File: config.mk
export PLATFORM = sky130hd
export DESIGN_NAME = mul_top
export DESIGN_NICKNAME = d
export VERILOG_FILES = /design/src/verilog/mul_pkg.sv /design/src/verilog/req_ack_ctrl.sv /design/src/verilog/operand_slicer.sv /design/src/verilog/wallace_tile8.sv /design/src/verilog/product_accumulator.sv /design/src/verilog/mul_top.sv
export SDC_FILE = /design/constraint.sdc
export NUM_CORES = 2
export LEC_CHECK = 0
export BUFFER_PORTS_ARGS = -buffer_cell sky130_fd_sc_hd__buf_2
export CORE_MARGIN = 3
export CORE_UTILIZATION = 63
export DETAILED_ROUTE_END_ITERATION = 7
export PLACE_DENSITY = 0.81
export SLEW_MARGIN = 20
export SYNTH_ARGS = -nofsm -noshare
export SYNTH_HDL_FRONTEND = slang
export SYNTH_SLANG_ARGS = --single-unit
File: constraint.sdc
create_clock -name clk -period 25.1 [get_ports clk]
set_input_delay 2.51 -clock clk [delete_from_list [all_inputs] [get_ports clk]]
set_output_delay 2.51 -clock clk [all_outputs]
set_load 0.05 [all_outputs]
File: src/verilog/mul_pkg.sv
//##################################################
// Multiplier package
// Operand, tile and product widths
// Request, tile and product struct types
//##################################################

package mul_pkg;

	// Operand and tile geometry
	localparam int OP_WIDTH   = 32;
	localparam int TILE_WIDTH = 8;
	localparam int SLICES     = OP_WIDTH / TILE_WIDTH;
	localparam int NUM_TILES  = SLICES * SLICES;
	localparam int PROD_WIDTH = 2 * OP_WIDTH;

	typedef logic [OP_WIDTH-1:0]     operand_t;
	typedef logic [PROD_WIDTH-1:0]   product_t;
	typedef logic [TILE_WIDTH-1:0]   tile_byte_t;
	typedef logic [2*TILE_WIDTH-1:0] tile_prod_t;

	// Operand pair as presented by the requester
	typedef struct packed {
		operand_t a;
		operand_t b;
	} mul_req_t;

	// Byte pair for one 8x8 tile
	typedef struct packed {
		tile_byte_t a;
		tile_byte_t b;
	} tile_in_t;

	// Index k holds a slice k / SLICES and b slice k % SLICES
	typedef tile_in_t   [NUM_TILES-1:0] tile_in_vec_t;
	typedef tile_prod_t [NUM_TILES-1:0] tile_prod_vec_t;

endpackage

File: src/verilog/req_ack_ctrl.sv
//##################################################
// Four-phase req/ack handshake FSM
// Operand and product load strobes
//##################################################

`timescale 1ns/1ns

module req_ack_ctrl import mul_pkg::*; (
	input  logic clk,
	input  logic arst_n,
	input  logic req,
	output logic ack,
	output logic load_operands,
	output logic load_product
);

	typedef enum logic [1:0] {
		IDLE = 2'd0,
		BUSY = 2'd1,
		DONE = 2'd2
	} state_t;

	state_t state;
	state_t state_next;

	always_ff @(posedge clk or negedge arst_n) begin
		if (!arst_n) begin
			state <= IDLE;
		end else begin
			state <= state_next;
		end
	end

	always_comb begin
		state_next = state;
		case (state)
			IDLE: begin
				if (req) begin
					state_next = BUSY;
				end
			end
			// Tiles and sum settle during this cycle
			BUSY: begin
				state_next = DONE;
			end
			// Hold until the requester lets go of req
			DONE: begin
				if (!req) begin
					state_next = IDLE;
				end
			end
			default: begin
				state_next = IDLE;
			end
		endcase
	end

	// Operands captured on the edge that accepts req
	assign load_operands = (state == IDLE) && req;

	// Product captured one edge later
	assign load_product = (state == BUSY);

	assign ack = (state == DONE);

endmodule

File: src/verilog/operand_slicer.sv
//##################################################
// Operand register
// Byte pair fan-out to the tile array
//##################################################

`timescale 1ns/1ns

module operand_slicer import mul_pkg::*; (
	input  logic         clk,
	input  logic         arst_n,
	input  logic         load_operands,
	input  mul_req_t     operands,
	output tile_in_vec_t tiles
);

	mul_req_t op_q;

	always_ff @(posedge clk or negedge arst_n) begin
		if (!arst_n) begin
			op_q <= '0;
		end else if (load_operands) begin
			op_q <= operands;
		end
	end

	// Tile k gets a byte k / SLICES and b byte k % SLICES
	always_comb begin
		int i;
		int j;
		for (int k = 0; k < NUM_TILES; k++) begin
			i = k / SLICES;
			j = k % SLICES;
			tiles[k].a = op_q.a[TILE_WIDTH*i +: TILE_WIDTH];
			tiles[k].b = op_q.b[TILE_WIDTH*j +: TILE_WIDTH];
		end
	end

endmodule

File: src/verilog/wallace_tile8.sv
//##################################################
// 8x8 Wallace tree tile
// Carry-save reduction, 8 -> 6 -> 4 -> 3 -> 2 rows
// Final ripple add into the 16-bit product
//##################################################

`timescale 1ns/1ns

module wallace_tile8 import mul_pkg::*; (
	input  tile_in_t   tile,
	output tile_prod_t prod
);

	localparam int ROW_W = 2 * TILE_WIDTH;

	typedef struct packed {
		tile_prod_t sum;
		tile_prod_t carry;
	} csa_t;

	// One row of full adders, carries moved up one column
	function automatic csa_t csa(
		input tile_prod_t x,
		input tile_prod_t y,
		input tile_prod_t z
	);
		csa_t r;
		r.sum   = x ^ y ^ z;
		r.carry = ((x & y) | (x & z) | (y & z)) << 1;
		return r;
	endfunction

	tile_prod_t pp [TILE_WIDTH];

	csa_t lvl1_a;
	csa_t lvl1_b;
	csa_t lvl2_a;
	csa_t lvl2_b;
	csa_t lvl3;
	csa_t lvl4;

	// Partial product rows, row i shifted by i
	always_comb begin
		for (int i = 0; i < TILE_WIDTH; i++) begin
			pp[i] = tile_prod_t'(tile.a & {TILE_WIDTH{tile.b[i]}}) << i;
		end
	end

	// Level 1, 8 rows to 6
	assign lvl1_a = csa(pp[0], pp[1], pp[2]);
	assign lvl1_b = csa(pp[3], pp[4], pp[5]);

	// Level 2, 6 rows to 4
	assign lvl2_a = csa(lvl1_a.sum, lvl1_a.carry, lvl1_b.sum);
	assign lvl2_b = csa(lvl1_b.carry, pp[6], pp[7]);

	// Level 3, 4 rows to 3
	assign lvl3 = csa(lvl2_a.sum, lvl2_a.carry, lvl2_b.sum);

	// Level 4, 3 rows to 2
	assign lvl4 = csa(lvl3.sum, lvl3.carry, lvl2_b.carry);

	// Last two rows through a plain ripple adder
	always_comb begin
		logic c;
		logic x;
		logic y;
		c = 1'b0;
		for (int i = 0; i < ROW_W; i++) begin
			x       = lvl4.sum[i];
			y       = lvl4.carry[i];
			prod[i] = x ^ y ^ c;
			c       = (x & y) | (c & (x ^ y));
		end
	end

endmodule

File: src/verilog/product_accumulator.sv
//##################################################
// Weighted sum of the tile products
// 64-bit product register
//##################################################

`timescale 1ns/1ns

module product_accumulator import mul_pkg::*; (
	input  logic           clk,
	input  logic           arst_n,
	input  logic           load_product,
	input  tile_prod_vec_t tile_prods,
	output product_t       product
);

	product_t sum;

	// Tile k sits at 8 * (k / SLICES + k % SLICES)
	always_comb begin
		int shift;
		sum = '0;
		for (int k = 0; k < NUM_TILES; k++) begin
			shift = TILE_WIDTH * (k / SLICES + k % SLICES);
			sum   = sum + (product_t'(tile_prods[k]) << shift);
		end
	end

	always_ff @(posedge clk or negedge arst_n) begin
		if (!arst_n) begin
			product <= '0;
		end else if (load_product) begin
			product <= sum;
		end
	end

endmodule

File: src/verilog/mul_top.sv
//##################################################
// 32x32 multiplier top level
// Handshake FSM, slicer, 16 tiles, accumulator
//##################################################

`timescale 1ns/1ns

module mul_top import mul_pkg::*; (
	input  logic     clk,
	input  logic     arst_n,
	input  logic     req,
	input  mul_req_t operands,
	output logic     ack,
	output product_t product
);

	logic           load_operands;
	logic           load_product;
	tile_in_vec_t   tiles;
	tile_prod_vec_t tile_prods;

	req_ack_ctrl u_ctrl (
		.clk           (clk),
		.arst_n        (arst_n),
		.req           (req),
		.ack           (ack),
		.load_operands (load_operands),
		.load_product  (load_product)
	);

	operand_slicer u_slicer (
		.clk           (clk),
		.arst_n        (arst_n),
		.load_operands (load_operands),
		.operands      (operands),
		.tiles         (tiles)
	);

	// One tile per byte pair
	for (genvar k = 0; k < NUM_TILES; k++) begin : g_tile
		wallace_tile8 u_tile (
			.tile (tiles[k]),
			.prod (tile_prods[k])
		);
	end

	product_accumulator u_acc (
		.clk          (clk),
		.arst_n       (arst_n),
		.load_product (load_product),
		.tile_prods   (tile_prods),
		.product      (product)
	);

endmodule

==> results.md <==
- Status: finished clean
- CTS Root Cell: clkbuf_16
- # clock sinks: 130
- Top_reg_cell synth: dfrtp_1
- Max Transition Viols Final: 0
- Post-CTS Setup Bufs: 0
- Post-Syn Area: 40300 sq um
- HP Class: flop to flop
- Final hold vios: 0
- Max Clock Skew: 24.0 ps
- Layout Nets: 5529
- Cts hold-fix bufs: 0
- Relative slew slack: 0.241
- Placed insts: 4983
- Most frequent CP cell: fa_1
- Final setup vio count: 0
- Depth of the CTS H-tree: 4
- Clk_lat worst skew: 500 ps
- Crit path kind: flop to flop
- Total detailed-routing wirelength: 101 mm
- Layout cells sized above 1: 0.0768
- Total Negative Setup Slacks: 0 ps
- WP data required: 25480 ps
- Mapped Nets: 5539
- Die area: 67000 sq um
- Total CTS buffers: 17
- Routability cong.: 0.924
- Yosys warnings: 0
- Largest net degree at the start of global routing: 72
- # DRC: 0
- Commonest non-fill, non-tap cell in the layout: fa_1
- Seq cells post-synth: 130
- Most frequent cells in the layout: fa_1 (891), inv_1 (852), and2_1 (805), ha_1 (415), nand2_1 (352)
- Max Cap Viol: 0
- Resize count post-CTS: 0
- Total GRT Usage: 0.321
- CTS tree: built
- Post-synth ARST share: 1.00
- Congestion Overflow GR: 0
- Max stage delay on crit path: 1090 ps
- Chip Width: 259 um
- Area leader, netlist: fa_1
- First-pass detailed-route iteration total: 5
- DIE HEIGHT: 259 um
- Final worst path period need: 12380 ps
- Synthesized area per cell: 9.67 sq um
- Post-synth EDFFs: 0
- Cells after Synth: 4166
- Worst-Margin Slew: 1140 ps
- Drt wl/cell: 20.1 um
- Dpl cell area: 41600 sq um
- Vias in the first global route: 30919
- Period utilization: 0.493
- Antenna violations before repair: 6
- Detailed Route Iter0 Violations: 2190
- First-pass GRT wire length: 166 mm
- CP max-delay cell: dfrtp_1
- Synthesis-to-layout area growth: 4.99%
- Hpwl dp: 79.2 mm
- Core Util, Final: 0.669
- Max Root-Sink Buffers: 2
- Vias/cell: 5.64
- Row count: 92
- Sequential share of the synthesized area: 0.0808
- Port bufs: 131
- Crit path max fanout: 33
- Starting Density: 0.637
- Final Instance Area: 42300 sq um
- ANT nets after route: 0
- Core area: 63200 sq um
- Top Ports: 132
- Synth cell types: 64
- Crit path DAT: 12760 ps
- Fmax: 80.7 MHz
- Nature of the critical path startpoint: flop
- Worst Setup End Kind: flop
- Worst-path clk slew: 70 ps
- Synth top area share: 0.443
- Unrepaired setup endpoints after global routing: false
- Via count: 28282
- Post-route insts no fill: 5016
- Largest cells by area after synthesis: fa_1 (44%), ha_1 (13%), and2_1 (13%)
- Fill cells: 4757
-- worst paths after layout --
| kind | startpoint | to | slack [ps] | cells past startpoint |
|---|---|---|---|---|
| setup / recovery | u_slicer.tiles[10]$_DFFE_PN0P_ | u_acc.product[58]$_DFFE_PN0N_ | 12720 | 35 |
| hold / removal | u_acc.product[11]$_DFFE_PN0N_ | u_acc.product[11]$_DFFE_PN0N_ | 470 | 2 |
| setup reg to reg | u_slicer.tiles[10]$_DFFE_PN0P_ | u_acc.product[58]$_DFFE_PN0N_ | 12720 | 35 |
| hold reg to reg | u_acc.product[11]$_DFFE_PN0N_ | u_acc.product[11]$_DFFE_PN0N_ | 470 | 2 |
| max in group asynchronous | arst_n | u_acc.product[11]$_DFFE_PN0N_ | 21660 | 2 |
| min in group asynchronous | arst_n | u_slicer.tiles[206]$_DFFE_PN0P_ | 2100 | 1 |
-- cells in the mapped netlist, types with 17 or more instances --
cell type,n
mux2_2,65
a21o_1,19
nand2_1,352
nand3_1,20
xor2_1,28
a21oi_1,72
inv_1,852
and2_1,805
xnor2_1,46
nand4_1,17
dfrtp_1,130
fa_1,891
nor2_1,30
ha_1,415
clkbuf_1,217
o21ai_0,65
-- sequential cells by signal (all words and copies together), names as in the netlist --
name	count
u_acc.product	64
u_ctrl.state	2
u_slicer.tiles	64
-- cell type report --
type / count / area [sq um] / area share
Inverter: 852 / 3200 / 0.0756
Sequential cell: 130 / 3250 / 0.0769
Clock buffer: 18 / 429 / 0.0101
Tap cell: 846 / 1060 / 0.0250
Clock inverter: 14 / 203 / 0.00479
Multi-Input combinational cell: 2957 / 33000 / 0.780
Timing Repair Buffer: 198 / 1170 / 0.0276
Antenna cell: 1 / 2.50 / 0.0000592
-- metal layers --
layer	global-route usage	part of all wire	vias to the layer above
li1	-	-	12355
met1	0.437	0.40	14462
met2	0.502	0.46	1255
met3	0.0847	0.11	210
met4	0.109	0.034	0
met5	0	0	-
-- logic make-up (layout without fill, tap and decap cells) --
| group | after synthesis | after routing | share of synthesized area |
|---|---|---|---|
| AO/OA/AOI/OAI | 239 | 239 | 0.0379 |
| XOR/XNOR | 74 | 74 | 0.0161 |
| adder cells (fa/ha/maj) | 1306 | 1306 | 0.572 |
| buffers and inverters | 1079 | 1082 | 0.101 |
| flip-flops | 130 | 130 | 0.0808 |
| multiplexers | 66 | 66 | 0.0184 |
| other | 0 | 1 | 0 |
| AND/OR/NAND/NOR | 1272 | 1272 | 0.174 |
-- through the flow --
| stage | hold slack [ps] | setup slack (ps) |
|---|---|---|
| 6_report | 467 | 12720 |
| 5_1_grt | 492 | 12080 |
| 4_1_cts | 470 | 12750 |
| 3_5_place_dp | 454 | 12770 |
| 3_3_place_gp | 452 | 13020 |
| 2_1_floorplan | 547 | 13910 |
-- worst max-delay path: cells and delay by family, from the launching register on --
kind,cells,cell delay (ps)
XOR/XNOR,1,220
adder cells (fa/ha/maj),19,8430
buffers and inverters,3,160
flip-flops,1,1090
AO/OA/AOI/OAI,6,1140
AND/OR/NAND/NOR,6,1210
Power is left out: the tool's default activity adds up to more than one toggle a clock period on the data nets, which glitch-free logic cannot reach.
